## src/design/fm_cfg.svh

```systemverilog
// sizes shared by the synthesizer control blocks
// slot indices are {ch, op}, so the slot count must stay 24
`ifndef FM_CFG_SVH
`define FM_CFG_SVH

// channel and operator layout
`define FM_NUM_CH 6
`define FM_NUM_OP 4
`define FM_NUM_SLOTS 24

// clock divider length after reset, in clocks per slot
`define FM_DIV_RESET 6

// sample strobes per timer B count
`define FM_TIMB_PRESCALE 16

`endif

```

## src/design/fm_pkg.sv

```systemverilog
// types shared by the register decoder, parameter store and slot sequencer
// op_idx_t uses S1, S2, S3, S4 numbering, not hardware order
`default_nettype none

package fm_pkg;

	typedef enum logic [2:0] {
		UPD_FNUM_LO,
		UPD_BLK_FHI,
		UPD_FB_ALG,
		UPD_DT_MUL,
		UPD_TL,
		UPD_KEYON
	} upd_kind_e;

	typedef logic [2:0] ch_idx_t;
	typedef logic [1:0] op_idx_t;

	// hardware visit order of the operators
	typedef enum logic [1:0] {
		PH_S1,
		PH_S3,
		PH_S2,
		PH_S4
	} op_phase_e;

	// one data byte, decoded by register kind
	typedef union packed {
		logic [7:0] fnum_lo;
		struct packed {logic [1:0] unused; logic [2:0] block; logic [2:0] fhi;} blk_fhi;
		struct packed {logic [1:0] unused; logic [2:0] fb; logic [2:0] alg;} fb_alg;
		struct packed {logic unused; logic [2:0] dt; logic [3:0] mul;} dt_mul;
		struct packed {logic unused; logic [6:0] tl;} tl;
	} param_byte_u;

endpackage

`default_nettype wire

```

## src/design/fm_upd_if.sv

```systemverilog
// one parameter update from the register decoder to the parameter store
// valid is a single-cycle strobe; pending holds until the update lands
`timescale 1ns/1ps
`default_nettype none

interface fm_upd_if import fm_pkg::*; ();

	logic valid;
	upd_kind_e kind;
	ch_idx_t ch;
	// for key on this is unused
	op_idx_t op;
	// key on carries the operator mask in data[7:4]
	param_byte_u data;
	logic pending;

	modport src (
		output valid, kind, ch, op, data,
		input pending
	);

	modport dst (
		input valid, kind, ch, op, data,
		output pending
	);

endinterface

`default_nettype wire

```

## src/design/fm_cen_div.sv

```systemverilog
// slot clock-enable divider, one tick per 6, 3 or 2 clocks
// a new length only applies from the next wrap
`timescale 1ns/1ps
`default_nettype none

`include "fm_cfg.svh"

module fm_cen_div (
	input wire clk,
	input wire rst,
	input wire [1:0] div_sel,
	output logic tick
);

	logic [2:0] cnt;
	logic [2:0] sel_len;

	// 0 -> 6, 1 -> 3, 2 -> 2, 3 kept at 6
	always_comb begin
		case (div_sel)
			2'd1: sel_len = 3'd3;
			2'd2: sel_len = 3'd2;
			default: sel_len = 3'd6;
		endcase
	end

	always_ff @(posedge clk) begin
		if (rst) begin
			cnt <= 3'(`FM_DIV_RESET - 1);
			tick <= 1'b0;
		end else begin
			tick <= cnt == 3'd0;
			// length sampled here only, so a period is never cut short
			if (cnt == 3'd0)
				cnt <= sel_len - 3'd1;
			else
				cnt <= cnt - 3'd1;
		end
	end

endmodule

`default_nettype wire

```

## src/design/fm_mmr.sv

```systemverilog
// host register decoder for the two-port address/data bus
// global registers 2xh are only decoded in bank 0; unknown registers are dropped
`timescale 1ns/1ps
`default_nettype none

module fm_mmr import fm_pkg::*; (
	input wire clk,
	input wire rst,
	input wire write,
	input wire [1:0] addr,
	input wire [7:0] din,
	fm_upd_if.src upd,
	output logic [1:0] div_sel,
	output logic [9:0] value_a,
	output logic [7:0] value_b,
	output logic load_a,
	output logic load_b,
	output logic en_a,
	output logic en_b,
	output logic clr_a,
	output logic clr_b
);

	logic [7:0] sel_reg;
	logic sel_bank;
	ch_idx_t sel_ch;
	op_idx_t sel_op;
	logic addr_wr;
	logic data_wr;
	logic glob_wr;
	logic upd_hit;
	upd_kind_e upd_kind_nxt;
	ch_idx_t upd_ch_nxt;
	ch_idx_t kon_ch;

	assign addr_wr = write && !addr[0];
	assign data_wr = write && addr[0];
	assign glob_wr = data_wr && !sel_bank && sel_reg[7:4] == 4'h2;
	// key on picks its own channel, din[2] is the bank
	assign kon_ch = (din[2] ? 3'd3 : 3'd0) + {1'b0, din[1:0]};

	// classify data writes that go to the parameter store
	always_comb begin
		upd_hit = 1'b0;
		upd_kind_nxt = UPD_TL;
		upd_ch_nxt = sel_ch;
		if (glob_wr && sel_reg == 8'h28) begin
			upd_hit = din[1:0] != 2'd3;
			upd_kind_nxt = UPD_KEYON;
			upd_ch_nxt = kon_ch;
		end else if (data_wr && sel_reg[1:0] != 2'd3) begin
			case (sel_reg[7:4])
				4'h3: begin
					upd_hit = 1'b1;
					upd_kind_nxt = UPD_DT_MUL;
				end
				4'h4: begin
					upd_hit = 1'b1;
					upd_kind_nxt = UPD_TL;
				end
				4'ha: begin
					upd_hit = sel_reg[3:2] == 2'd0 || sel_reg[3:2] == 2'd1;
					upd_kind_nxt = sel_reg[2] ? UPD_BLK_FHI : UPD_FNUM_LO;
				end
				4'hb: begin
					upd_hit = sel_reg[3:2] == 2'd0;
					upd_kind_nxt = UPD_FB_ALG;
				end
				default: upd_hit = 1'b0;
			endcase
		end
	end

	always_ff @(posedge clk) begin
		if (rst) begin
			sel_reg <= '0;
			sel_bank <= 1'b0;
			sel_ch <= '0;
			sel_op <= '0;
			upd.valid <= 1'b0;
			div_sel <= 2'd0;
			value_a <= '0;
			value_b <= '0;
			{load_a, load_b, en_a, en_b} <= 4'b0;
			{clr_a, clr_b} <= 2'b0;
		end else begin
			upd.valid <= upd_hit;
			clr_a <= 1'b0;
			clr_b <= 1'b0;
			if (addr_wr) begin
				sel_reg <= din;
				sel_bank <= addr[1];
				sel_ch <= (addr[1] ? 3'd3 : 3'd0) + {1'b0, din[1:0]};
				// 0=S1 1=S3 2=S2 3=S4, swapped into S1..S4 numbering
				sel_op <= {din[2], din[3]};
			end
			if (glob_wr) begin
				case (sel_reg)
					8'h24: value_a[9:2] <= din;
					8'h25: value_a[1:0] <= din[1:0];
					8'h26: value_b <= din;
					8'h27: begin
						{en_b, en_a, load_b, load_a} <= din[3:0];
						{clr_b, clr_a} <= din[5:4];
					end
					8'h2d: div_sel <= 2'd0;
					8'h2e: div_sel <= 2'd1;
					8'h2f: div_sel <= 2'd2;
					default: ;
				endcase
			end
		end
	end

	// update payload, qualified by valid
	always_ff @(posedge clk) begin
		if (upd_hit) begin
			upd.kind <= upd_kind_nxt;
			upd.ch <= upd_ch_nxt;
			upd.op <= sel_op;
			upd.data <= din;
		end
	end

endmodule

`default_nettype wire

```

## src/design/fm_param_store.sv

```systemverilog
// channel and operator parameter arrays with a single pending update
// a newer update replaces one that has not yet reached its slot
`timescale 1ns/1ps
`default_nettype none

`include "fm_cfg.svh"

module fm_param_store import fm_pkg::*; (
	input wire clk,
	input wire rst,
	fm_upd_if.dst upd,
	input wire ch_idx_t cur_ch,
	input wire op_idx_t cur_op,
	output logic [10:0] fnum,
	output logic [2:0] block,
	output logic [2:0] fb,
	output logic [2:0] alg,
	output logic [2:0] dt,
	output logic [3:0] mul,
	output logic [6:0] tl,
	output logic keyon
);

	// per channel
	logic [7:0] fnum_lo_mem [`FM_NUM_CH];
	logic [2:0] fhi_mem [`FM_NUM_CH];
	logic [2:0] block_mem [`FM_NUM_CH];
	logic [2:0] fb_mem [`FM_NUM_CH];
	logic [2:0] alg_mem [`FM_NUM_CH];
	// per slot, indexed {ch, op}
	logic [2:0] dt_mem [`FM_NUM_SLOTS];
	logic [3:0] mul_mem [`FM_NUM_SLOTS];
	logic [6:0] tl_mem [`FM_NUM_SLOTS];
	logic [`FM_NUM_SLOTS-1:0] keyon_mem;

	upd_kind_e pend_kind;
	ch_idx_t pend_ch;
	op_idx_t pend_op;
	param_byte_u pend_data;
	logic take;
	logic is_ch_kind;
	op_idx_t tgt_op;
	logic commit;
	logic [4:0] pend_slot;
	logic [4:0] cur_slot;

	assign take = upd.valid && upd.kind != UPD_KEYON;
	assign is_ch_kind = pend_kind inside {UPD_FNUM_LO, UPD_BLK_FHI, UPD_FB_ALG};
	// channel data lands when S1 of that channel comes round
	assign tgt_op = is_ch_kind ? 2'd0 : pend_op;
	assign commit = upd.pending && cur_ch == pend_ch && cur_op == tgt_op;
	assign pend_slot = {pend_ch, pend_op};
	assign cur_slot = {cur_ch, cur_op};

	always_ff @(posedge clk) begin
		if (rst)
			upd.pending <= 1'b0;
		else if (take)
			upd.pending <= 1'b1;
		else if (commit)
			upd.pending <= 1'b0;
	end

	always_ff @(posedge clk) begin
		if (take) begin
			pend_kind <= upd.kind;
			pend_ch <= upd.ch;
			pend_op <= upd.op;
			pend_data <= upd.data;
		end
	end

	always_ff @(posedge clk) begin
		if (rst) begin
			for (int i = 0; i < `FM_NUM_CH; i++) begin
				fnum_lo_mem[i] <= '0;
				fhi_mem[i] <= '0;
				block_mem[i] <= '0;
				fb_mem[i] <= '0;
				alg_mem[i] <= '0;
			end
			for (int s = 0; s < `FM_NUM_SLOTS; s++) begin
				dt_mem[s] <= '0;
				mul_mem[s] <= '0;
				tl_mem[s] <= '0;
			end
			keyon_mem <= '0;
		end else begin
			// key on goes straight in, mask bit 4 is S1
			if (upd.valid && upd.kind == UPD_KEYON) begin
				for (int i = 0; i < `FM_NUM_OP; i++)
					keyon_mem[{upd.ch, 2'(i)}] <= upd.data[4 + i];
			end
			if (commit) begin
				case (pend_kind)
					UPD_FNUM_LO: fnum_lo_mem[pend_ch] <= pend_data.fnum_lo;
					UPD_BLK_FHI: begin
						block_mem[pend_ch] <= pend_data.blk_fhi.block;
						fhi_mem[pend_ch] <= pend_data.blk_fhi.fhi;
					end
					UPD_FB_ALG: begin
						fb_mem[pend_ch] <= pend_data.fb_alg.fb;
						alg_mem[pend_ch] <= pend_data.fb_alg.alg;
					end
					UPD_DT_MUL: begin
						dt_mem[pend_slot] <= pend_data.dt_mul.dt;
						mul_mem[pend_slot] <= pend_data.dt_mul.mul;
					end
					UPD_TL: tl_mem[pend_slot] <= pend_data.tl.tl;
					default: ;
				endcase
			end
		end
	end

	// readout of the slot now on show
	assign fnum = {fhi_mem[cur_ch], fnum_lo_mem[cur_ch]};
	assign block = block_mem[cur_ch];
	assign fb = fb_mem[cur_ch];
	assign alg = alg_mem[cur_ch];
	assign dt = dt_mem[cur_slot];
	assign mul = mul_mem[cur_slot];
	assign tl = tl_mem[cur_slot];
	assign keyon = keyon_mem[cur_slot];

endmodule

`default_nettype wire

```

## src/design/fm_slot_seq.sv

```systemverilog
// steps 6 channels per phase through phases S1, S3, S2, S4
// slot changes on the clock after tick, together with slot_tick
`timescale 1ns/1ps
`default_nettype none

`include "fm_cfg.svh"

module fm_slot_seq import fm_pkg::*; (
	input wire clk,
	input wire rst,
	input wire tick,
	output ch_idx_t cur_ch,
	output op_idx_t cur_op,
	output logic slot_tick,
	output logic sample
);

	op_phase_e phase;
	op_phase_e next_phase;
	logic last_ch;

	assign last_ch = cur_ch == 3'(`FM_NUM_CH - 1);

	always_comb begin
		case (phase)
			PH_S1: begin
				next_phase = PH_S3;
				cur_op = 2'd0;
			end
			PH_S3: begin
				next_phase = PH_S2;
				cur_op = 2'd2;
			end
			PH_S2: begin
				next_phase = PH_S4;
				cur_op = 2'd1;
			end
			default: begin
				next_phase = PH_S1;
				cur_op = 2'd3;
			end
		endcase
	end

	always_ff @(posedge clk) begin
		if (rst) begin
			phase <= PH_S1;
			cur_ch <= '0;
			slot_tick <= 1'b0;
			sample <= 1'b0;
		end else begin
			slot_tick <= tick;
			// end of slot 24, wrapping to ch 0 S1
			sample <= tick && last_ch && phase == PH_S4;
			if (tick) begin
				if (last_ch) begin
					cur_ch <= '0;
					phase <= next_phase;
				end else begin
					cur_ch <= cur_ch + 3'd1;
				end
			end
		end
	end

endmodule

`default_nettype wire

```

## src/design/fm_timers.sv

```systemverilog
// timer A (10 bit) and timer B (8 bit, prescaled) counting sample strobes
// a counter reloads on its load rising edge and holds while load is low
`timescale 1ns/1ps
`default_nettype none

`include "fm_cfg.svh"

module fm_timers (
	input wire clk,
	input wire rst,
	input wire sample,
	input wire [9:0] value_a,
	input wire [7:0] value_b,
	input wire load_a,
	input wire load_b,
	input wire en_a,
	input wire en_b,
	input wire clr_a,
	input wire clr_b,
	output logic flag_a,
	output logic flag_b,
	output logic irq
);

	logic [9:0] cnt_a;
	logic [7:0] cnt_b;
	logic [3:0] pre_b;
	logic load_a_q;
	logic load_b_q;
	logic step_a;
	logic step_b;
	logic ovf_a;
	logic ovf_b;

	assign step_a = sample && load_a && load_a_q;
	// timer B only counts once per prescaler wrap
	assign step_b = sample && load_b && load_b_q && pre_b == 4'(`FM_TIMB_PRESCALE - 1);
	assign ovf_a = step_a && cnt_a == 10'h3ff;
	assign ovf_b = step_b && cnt_b == 8'hff;

	always_ff @(posedge clk) begin
		if (rst) begin
			cnt_a <= '0;
			cnt_b <= '0;
			pre_b <= '0;
			load_a_q <= 1'b0;
			load_b_q <= 1'b0;
			flag_a <= 1'b0;
			flag_b <= 1'b0;
			irq <= 1'b0;
		end else begin
			load_a_q <= load_a;
			load_b_q <= load_b;
			irq <= flag_a | flag_b;

			if (load_a && !load_a_q)
				cnt_a <= value_a;
			else if (step_a)
				cnt_a <= ovf_a ? value_a : cnt_a + 10'd1;

			if (load_b && !load_b_q) begin
				cnt_b <= value_b;
				pre_b <= '0;
			end else if (sample && load_b) begin
				pre_b <= pre_b + 4'd1;
				if (step_b)
					cnt_b <= ovf_b ? value_b : cnt_b + 8'd1;
			end

			// clear wins over a same-cycle overflow
			if (clr_a)
				flag_a <= 1'b0;
			else if (ovf_a && en_a)
				flag_a <= 1'b1;
			if (clr_b)
				flag_b <= 1'b0;
			else if (ovf_b && en_b)
				flag_b <= 1'b1;
		end
	end

endmodule

`default_nettype wire

```

## src/design/fm_top.sv

```systemverilog
// FM control subsystem: host registers, slot sequencer, parameter store, timers
// host must wait for busy low before the next parameter data write
`timescale 1ns/1ps
`default_nettype none

module fm_top import fm_pkg::*; (
	input wire clk,
	input wire rst,
	input wire write,
	input wire [1:0] addr,
	input wire [7:0] din,
	output logic busy,
	output logic irq,
	output logic flag_a,
	output logic flag_b,
	output logic slot_tick,
	output logic [2:0] slot_ch,
	output logic [1:0] slot_op,
	output logic [10:0] slot_fnum,
	output logic [2:0] slot_block,
	output logic [2:0] slot_fb,
	output logic [2:0] slot_alg,
	output logic [2:0] slot_dt,
	output logic [3:0] slot_mul,
	output logic [6:0] slot_tl,
	output logic slot_keyon
);

	fm_upd_if upd_bus ();

	logic tick;
	logic sample;
	ch_idx_t cur_ch;
	op_idx_t cur_op;
	logic [1:0] div_sel;
	logic [9:0] value_a;
	logic [7:0] value_b;
	logic load_a;
	logic load_b;
	logic en_a;
	logic en_b;
	logic clr_a;
	logic clr_b;

	assign busy = upd_bus.pending;
	assign slot_ch = cur_ch;
	assign slot_op = cur_op;

	fm_cen_div u_div (
		.clk(clk), .rst(rst), .div_sel(div_sel), .tick(tick)
	);

	fm_slot_seq u_seq (
		.clk(clk), .rst(rst), .tick(tick),
		.cur_ch(cur_ch), .cur_op(cur_op), .slot_tick(slot_tick), .sample(sample)
	);

	fm_mmr u_mmr (
		.clk(clk), .rst(rst), .write(write), .addr(addr), .din(din),
		.upd(upd_bus.src), .div_sel(div_sel),
		.value_a(value_a), .value_b(value_b), .load_a(load_a), .load_b(load_b),
		.en_a(en_a), .en_b(en_b), .clr_a(clr_a), .clr_b(clr_b)
	);

	fm_param_store u_store (
		.clk(clk), .rst(rst), .upd(upd_bus.dst), .cur_ch(cur_ch), .cur_op(cur_op),
		.fnum(slot_fnum), .block(slot_block), .fb(slot_fb), .alg(slot_alg),
		.dt(slot_dt), .mul(slot_mul), .tl(slot_tl), .keyon(slot_keyon)
	);

	fm_timers u_timers (
		.clk(clk), .rst(rst), .sample(sample),
		.value_a(value_a), .value_b(value_b), .load_a(load_a), .load_b(load_b),
		.en_a(en_a), .en_b(en_b), .clr_a(clr_a), .clr_b(clr_b),
		.flag_a(flag_a), .flag_b(flag_b), .irq(irq)
	);

endmodule

`default_nettype wire

```

## config.mk

```make
export PLATFORM = sky130hd
export DESIGN_NAME = fm_top
export DESIGN_NICKNAME = d
export VERILOG_FILES = /design/src/design/fm_pkg.sv /design/src/design/fm_upd_if.sv /design/src/design/fm_cen_div.sv /design/src/design/fm_mmr.sv /design/src/design/fm_param_store.sv /design/src/design/fm_slot_seq.sv /design/src/design/fm_timers.sv /design/src/design/fm_top.sv
export VERILOG_INCLUDE_DIRS = /design/src /design/src/design
export SDC_FILE = /design/constraint.sdc
export NUM_CORES = 1
export LEC_CHECK = 0
export BUFFER_PORTS_ARGS = -buffer_cell sky130_fd_sc_hd__buf_4
export CAP_MARGIN = 5
export CORE_ASPECT_RATIO = 1.75
export CORE_MARGIN = 1.5
export CORE_UTILIZATION = 50
export CTS_BUF_LIST = sky130_fd_sc_hd__clkbuf_16
export DETAILED_ROUTE_END_ITERATION = 8
export PLACE_DENSITY_LB_ADDON = 0.2
export SLEW_MARGIN = 10
export SYNTH_ARGS = -nofsm -noshare
export SYNTH_HDL_FRONTEND = slang
export SYNTH_SLANG_ARGS = --single-unit
```

## constraint.sdc

```tcl
create_clock -name clk -period 3.4 [get_ports clk]
set_clock_uncertainty 0.15 [all_clocks]
set_input_delay 0.34 -clock clk [delete_from_list [all_inputs] [get_ports clk]]
set_output_delay 0.34 -clock clk [all_outputs]
set_load 0.02 [all_outputs]
```

==> Word level (Yosys, flattened, before mapping) <==
Memories as Yosys holds them, arrays and structs flattened. A register that Yosys moved wholly into a read port is not among the register bits.
Index checks and enable logic that the tools add are counted.
{ "totals": {"register_bits": 136, "mem_bits_rw": 456, "input_bits": 13, "wordCells": 260, "n_memories": 8} }
{ "mem_list": {"columns": ["name", "depth", "width", "rd", "rd_clocked_by_memory_dff", "wr", "line_no", "source"], "rows": [
  ["u_store.tl_mem", 24, 7, 1, 0, 24, "fm_param_store.sv:33", "logic [6:0] tl_mem [`FM_NUM_SLOTS];"],
  ["u_store.mul_mem", 24, 4, 1, 0, 24, "fm_param_store.sv:32", "logic [3:0] mul_mem [`FM_NUM_SLOTS];"],
  ["u_store.dt_mem", 24, 3, 1, 0, 24, "fm_param_store.sv:31", "logic [2:0] dt_mem [`FM_NUM_SLOTS];"],
  ["u_store.fnum_lo_mem", 6, 8, 1, 1, 6, "fm_param_store.sv:25", "logic [7:0] fnum_lo_mem [`FM_NUM_CH];"],
  ["u_store.alg_mem", 6, 3, 1, 1, 6, "fm_param_store.sv:29", "logic [2:0] alg_mem [`FM_NUM_CH];"],
  ["u_store.block_mem", 6, 3, 1, 1, 6, "fm_param_store.sv:27", "logic [2:0] block_mem [`FM_NUM_CH];"],
  ["+2 memories", null, null, null, null, null, null, null]
]} }
{ "op_classes": {"addsub": 8, "order_cmp": 9, "eq_ne": 33, "mux": 95, "bitwise_logic": 4, "n_reduce_logical": 63} }
{ "ops": {"columns": ["cell", "n"], "rows": [
  ["$bwmux 24", 4],
  ["$mux 3", 23],
  ["$eq 8x6->1 const B", 8],
  ["$mux 1", 41],
  ["$mux 8", 5],
  ["$lt 5x6->1 const B", 5],
  ["$mux 10", 3],
  ["$logic_and 1x1->1", 27],
  ["$ge 5x1->1 const B", 4],
  ["$pmux 2 s3", 3],
  ["$reduce_or 3->1", 6],
  ["$mux 5", 3],
  ["$reduce_and 2->1", 7],
  ["$demux 1 s3", 4],
  ["$eq 4x4->1 const B", 3],
  ["$add 10x1->10 const B", 1],
  ["$eq 10x10->1 const B", 1],
  ["$reduce_or 2->1", 5],
  ["$eq 3x3->1 const B", 3],
  ["$pmux 3 s3", 1],
  ["$add 8x1->8 const B", 1],
  ["$eq 4x2->1 const B", 2],
  ["$eq 8x8->1 const B", 1],
  ["$reduce_bool 2->1", 4],
  ["other kinds (29)", 47]
]} }

==> Depth between registers and ports, before layout <==
{ "logic_depth": {"depth_word": 10, "ltp_mapped": 11} }

==> Modules after synthesis <==
From an unflattened synthesis, not the netlist that was laid out.
{ "hier_totals": {"cells_unflattened": 2359, "hier_area_um2": 32807.7} }
{ "modules_own_cells": {"columns": ["module", "n_inst", "cells_per_inst", "area_per_inst_um2"], "rows": [
  ["fm_param_store", 1, 1902, 28433.5],
  ["fm_mmr", 1, 201, 2222.1],
  ["fm_timers", 1, 205, 1621.6],
  ["fm_slot_seq", 1, 33, 360.3],
  ["fm_cen_div", 1, 18, 170.2]
]} }

==> Least setup slack after synthesis <==
Ideal clock, no wire load.
{ "synth_path": {"kind": "reg2reg", "from": "register u_seq.phase[0]", "to": "memory u_store.tl_mem[24][0], enable pin", "setup_time_ns": 0.390, "arrival_time_ns": 2.528, "slack_ns": 0.332, "stages_incl_launch_ff": 11, "n_path_buf": 4, "path_cell_list": "dfxtp_1 ha_1 buf_2 nor2_1 buf_4 a21oi_1 nor4_2 buf_4 buf_8 nand3_4 nor4_1"} }
{ "synth_rtl": {"columns": ["item", "line_no", "source"], "rows": [
  ["start: declaration", "fm_slot_seq.sv:18", "op_phase_e phase;"],
  ["start signal: assignment", "fm_slot_seq.sv:58", "phase <= next_phase;"],
  ["end: declaration", "fm_param_store.sv:33", null]
]} }

==> Final worst setup path <==
{ "layout_path": {"from": "register u_seq.phase[1]", "to": "output slot_tl[3]"} }
{ "layout_between": {"elab_chain_cells": 3, "word_cells_on_any_way": 5, "classes_between": "eq/ne (2); mux (1); reduce/logical (1); memory (1)"} }
{ "layout_lines": {"columns": ["item", "line_no", "source"], "rows": [
  ["$eq 2x2->1 (tied with other cells)", "fm_slot_seq.sv:25", "case (phase)"],
  ["$pmux 2 s3 (*)", "fm_slot_seq.sv:25", null],
  ["$mem_v2 24x7 (*)", null, null],
  ["end: declaration", "fm_top.sv:25", "output logic [6:0] slot_tl,"]
]} }
Mark *: on every way between the ends. The rest lies on a longest branch, timed or not.

==> tab_implementation.tex <==
\begin{tabular}{lr}
\hline
Metric & Value \\
\hline
\multicolumn{2}{l}{\textbf{STA}} \\
\quad Final hold violation count & 0 \\
\quad Setup-violating endpoint count in the final report & 14 \\
\quad Worst-Margin Slew & 1200 ps \\
\quad Fraction of the cycle the final worst path needs & 106\% \\
\quad Worst hold slack after final layout & $\sim$27 ps \\
\quad Max-Slew Margin vs Limit & around a fifth \\
\quad Count of pins over their slew limit & 0 \\
\quad Final setup margin & -206 ps \\
\quad RSZ-0062 raised after global routing & yes \\
\quad Period minus WS final & 3610 ps \\
\quad F\_max & 277 MHz \\
\multicolumn{2}{l}{\textbf{Power and ir drop}} \\
\quad Leakage power & 13.2 nW \\
\quad Power after layout & 18.6 mW \\
\quad Power per Cell Area & 469 nW/um\^{}2 \\
\quad Peak supply drop & just over 0.0004 V \\
\multicolumn{2}{l}{\textbf{Synthesis}} \\
\quad Post-synth top cells & 640 x sky130\_fd\_sc\_hd\_\_edfxtp\_1, 574 x sky130\_fd\_sc\_hd\_\_nor2\_1, 183 x sky130\_fd\_sc\_hd\_\_nand2\_1 \\
\quad Synthesized instance count & around 2.7k \\
\quad Syn nets & 2,711 \\
\quad Dominant register cell in the synthesized netlist & sky130\_fd\_sc\_hd\_\_edfxtp\_1 \\
\quad Async set or reset register ratio after synthesis & 0\% \\
\quad Synth top area cells & sky130\_fd\_sc\_hd\_\_edfxtp\_1 58\%, sky130\_fd\_sc\_hd\_\_nor2\_1 6.5\%, sky130\_fd\_sc\_hd\_\_dfxtp\_1 6.4\%, sky130\_fd\_sc\_hd\_\_mux2i\_1 3.3\%, sky130\_fd\_sc\_hd\_\_mux2\_2 2.8\% \\
\quad Post-synth cell types & 79 \\
\quad Most frequent cell after synthesis & sky130\_fd\_sc\_hd\_\_edfxtp\_1 \\
\quad Number of enable flip-flop cells after synthesis & 640 \\
\quad Synth Warn \# & 0 \\
\quad Cell area after synthesis & 33,100 um\^{}2 \\
\quad Syn\_area\_per\_cell & 12.3 um\^{}2 \\
\quad Number of storage elements in the synthesis netlist & between 700 and 800 \\
\quad Post-synthesis sequential area ratio & 64.4\% \\
\quad Share of Yosys cell area claimed by the top area cell type & 58.1\% \\
\quad Library cell with the largest summed area after synthesis & sky130\_fd\_sc\_hd\_\_edfxtp\_1 \\
\multicolumn{2}{l}{\textbf{Clock tree}} \\
\quad Later-pin clock latency in the skew report & 630 ps \\
\quad H-tree levels & 3 \\
\quad Clock slew at the register clock pins of the worst setup and hold paths & 70 ps \\
\quad Cell at the root of the clock tree & sky130\_fd\_sc\_hd\_\_clkbuf\_16 \\
\quad Number of buffers between clock root and the deepest sink & 3 \\
\quad TritonCTS clock tree & yes \\
\quad Total clock buffers created by CTS & 69 \\
\quad Clk sinks & 745 \\
\multicolumn{2}{l}{\textbf{Global route}} \\
\quad Global route overflow & 0 \\
\quad Pin count of the biggest net entering global routing & 83 \\
\quad Initial antenna violation count & 0 \\
\quad Global-route wire length before repair & 155,000 um \\
\quad Vias in the first global route & between 20k and 25k \\
\quad Aggregate global-route resource usage & 32.1\% \\
\multicolumn{2}{l}{\textbf{Outcome}} \\
\quad Violations in the final reports & setup timing \\
\quad Status & finished, violations left \\
\multicolumn{2}{l}{\textbf{Cells and area}} \\
\quad Flip-flop and latch area & about 21,000 um\^{}2 \\
\quad Area grow syn2layout & 20.0\% \\
\quad Total area of multi-input combinational cells & 11,800 um\^{}2 \\
\quad Final Net Count & 2,928 \\
\quad Largest reg by FF count & u\_store.tl\_mem \\
\quad Number of diodes & 0 \\
\quad Core occupancy in the finished layout & 60.6\% \\
\quad Count of fill cells added during filler insertion & approximately 5.3k \\
\quad Share of post-route cells with drive strength above 1 & between 20\% and 30\% \\
\quad Final Instance Area & 39,700 um\^{}2 \\
\quad Max FFs per register & 224 \\
\quad Largest registers & u\_store.tl\_mem x224, u\_store.mul\_mem x128, u\_store.dt\_mem x96 \\
\multicolumn{2}{l}{\textbf{Drt}} \\
\quad Final routed DRC violation total & 0 \\
\quad Via count & 23.6k \\
\quad Number of detailed-routing iterations run before antenna repair & 8 \\
\quad Violation count after the first detailed-route iteration & roughly 2.2k \\
\quad Total length of routed wires & about 110,000 um \\
\quad Via density per instance & 6.14 \\
\quad Number of nets still failing antenna checks after routing & 0 \\
\quad Routed len/inst & between 20 and 30 um \\
\multicolumn{2}{l}{\textbf{Worst setup path}} \\
\quad CP startpoint kind & flip-flop \\
\quad Crit Path Class & flip-flop to primary output \\
\quad Setup slack of the most critical reg-to-reg path & approximately 120 ps \\
\quad Beginning of the worst register-to-register path & u\_seq.phase[1] \\
\quad FF-to-FF End & u\_store.mul\_mem[22][1] \\
\quad Worst-path maximum fanout & 8 \\
\quad Worst R2R Path Depth & 10 \\
\quad Worst setup EP type & primary output \\
\quad Required time of the worst setup path & 2910 ps \\
\quad WP data arrival & roughly 3100 ps \\
\multicolumn{2}{l}{\textbf{Die}} \\
\quad Placeable core region & between 60,000 and 70,000 um\^{}2 \\
\quad Top-level I/O count & 58 \\
\quad Effective utilization at floorplan & 50.5\% \\
\quad Die height & 343 um \\
\quad Num rows & 124 \\
\quad Floorplan die area & 67,800 um\^{}2 \\
\quad Die boundary width & 197 um \\
\multicolumn{2}{l}{\textbf{Place}} \\
\quad Setup slack at placement & -13.7 ps \\
\quad Global placement routability congestion & 0.970 \\
\quad Number of port buffers & 57 \\
\quad Instance area at placement & 35,700 um\^{}2 \\
\quad Half-perimeter wire length after placement & a little under 80,000 um \\
\multicolumn{2}{l}{\textbf{Worst hold path}} \\
\quad Hold-critical path depth & 4 \\
\quad HP Start & addr[0] \\
\quad Kind of path behind the tightest hold check & input port to flip-flop \\
\quad End point of the most critical hold path & u\_mmr.sel\_reg[4] \\
\multicolumn{2}{l}{\textbf{Job}} \\
\quad Number of violations of the max-capacitance limit & 0 \\
\hline
\end{tabular}
[logic make-up (layout without fill, tap and decap cells)]
family                     Yosys count  after routing  share of synthesized area, %
AOI/OAI and AO/OA                  447            447                          9.06
xor gates and xnor gates            10             10                         0.265
adders and majority gates           14             14                         0.575
buffers and inverters              204            477                          2.83
DFF                                745            745                          64.4
muxes                              231            231                          8.81
and+or+nand+nor                   1033           1033                          14.0
[power breakdown]
part	switching (mW)	leakage (nW)	total [mW]	internal (mW)
logic	0.429	4.80	0.707	0.278
clock network	3.44	1.16	7.77	4.33
registers	0.0945	7.21	10.1	10.1
total	3.97	13.2	18.6	14.7
[metrics by stage]
step	instances	TNS, ps
2_1_floorplan	2684	0
3_3_place_gp	3665	0
3_5_place_dp	3665	-13.7
4_1_cts	3827	-1380
5_1_grt	3839	-2630
6_report	3839	-1800
[final cells by class]
| type | count | share of cell area (%) |
|---|---|---|
| Clock buffer | 72 | 4.54 |
| Clock inverter | 55 | 1.11 |
| Inverter | 19 | 0.224 |
| Multi-Input combinational cell | 1735 | 29.7 |
| Sequential cell | 745 | 53.7 |
| Tap cell | 882 | 2.78 |
| Timing Repair Buffer | 331 | 7.94 |
[metal layers]
layer / vias up / part of all wire [%] / wire [um] / global-route usage (%)
met5: - / 0 / 0 / 0
li1: 10400 / - / - / -
met1: 11600 / 32 / 34000 / 31.5
met3: 404 / 6.1 / 6570 / 5.03
met4: 0 / 9.6 / 10400 / 27.6
met2: 1102 / 53 / 56800 / 58.3
[cells in the final DEF, fill, tap and decap left out, types with 10 or more instances in the layout]
cell type,count
sky130_fd_sc_hd__dfxtp_1,100
sky130_fd_sc_hd__nand2_1,180
sky130_fd_sc_hd__clkinv_2,15
sky130_fd_sc_hd__nand2b_1,27
sky130_fd_sc_hd__a311oi_1,10
sky130_fd_sc_hd__clkbuf_16,74
sky130_fd_sc_hd__nor2b_1,21
sky130_fd_sc_hd__nor2_1,566
sky130_fd_sc_hd__a31oi_1,12
sky130_fd_sc_hd__o211ai_1,11
sky130_fd_sc_hd__mux4_2,40
sky130_fd_sc_hd__nand3b_1,10
sky130_fd_sc_hd__a21oi_1,83
sky130_fd_sc_hd__nor3_1,46
sky130_fd_sc_hd__o21ai_0,69
sky130_fd_sc_hd__edfxtp_1,640
sky130_fd_sc_hd__or3_1,12
sky130_fd_sc_hd__a221oi_1,15
sky130_fd_sc_hd__a31o_2,24
sky130_fd_sc_hd__o22ai_1,40
sky130_fd_sc_hd__buf_12,18
sky130_fd_sc_hd__inv_1,24
sky130_fd_sc_hd__o22ai_2,12
sky130_fd_sc_hd__mux2_2,77
sky130_fd_sc_hd__nand4_1,12
sky130_fd_sc_hd__clkinv_1,11
sky130_fd_sc_hd__mux2i_1,104
sky130_fd_sc_hd__nor3b_1,10
sky130_fd_sc_hd__buf_4,260
sky130_fd_sc_hd__nand3_1,53
sky130_fd_sc_hd__buf_6,27
sky130_fd_sc_hd__o21bai_1,42
sky130_fd_sc_hd__o32ai_2,16
[worst max-delay path, stage by stage, from the launching register on]
cell                       delay, ps
sky130_fd_sc_hd__dfxtp_4         370
sky130_fd_sc_hd__inv_4            40
sky130_fd_sc_hd__ha_4            170
sky130_fd_sc_hd__buf_12          150
sky130_fd_sc_hd__buf_12          150
sky130_fd_sc_hd__a21oi_4         240
sky130_fd_sc_hd__buf_6           190
sky130_fd_sc_hd__o21ai_0         110
sky130_fd_sc_hd__a211oi_2        280
sky130_fd_sc_hd__o32ai_2         160
sky130_fd_sc_hd__a211oi_2        380
sky130_fd_sc_hd__buf_4           230
[how the worst max path moves through the flow]
stage	from	to	slack, ps
floorplan	u_seq.phase[0]	u_store.tl_mem[24][0]	330
global placement	u_seq.phase[0]	slot_mul[3]	40
detailed placement	u_seq.phase[0]	slot_mul[3]	-10
CTS	u_seq.phase[1]	slot_tl[3]	-130
global route	u_seq.phase[1]	slot_tl[3]	-250
finish	u_seq.phase[1]	slot_tl[3]	-210
[what timing repair did]
action	4_1_cts	5_1_grt
gates cloned	8	2
gates resized for setup	154	86
endpoints found under the hold margin	42	0
buffers inserted	24	12
endpoints found under the setup margin	15	14
pin swaps	45	39
hold buffers	9	0
No activity file was read; power rests on OpenSTA's default activity.
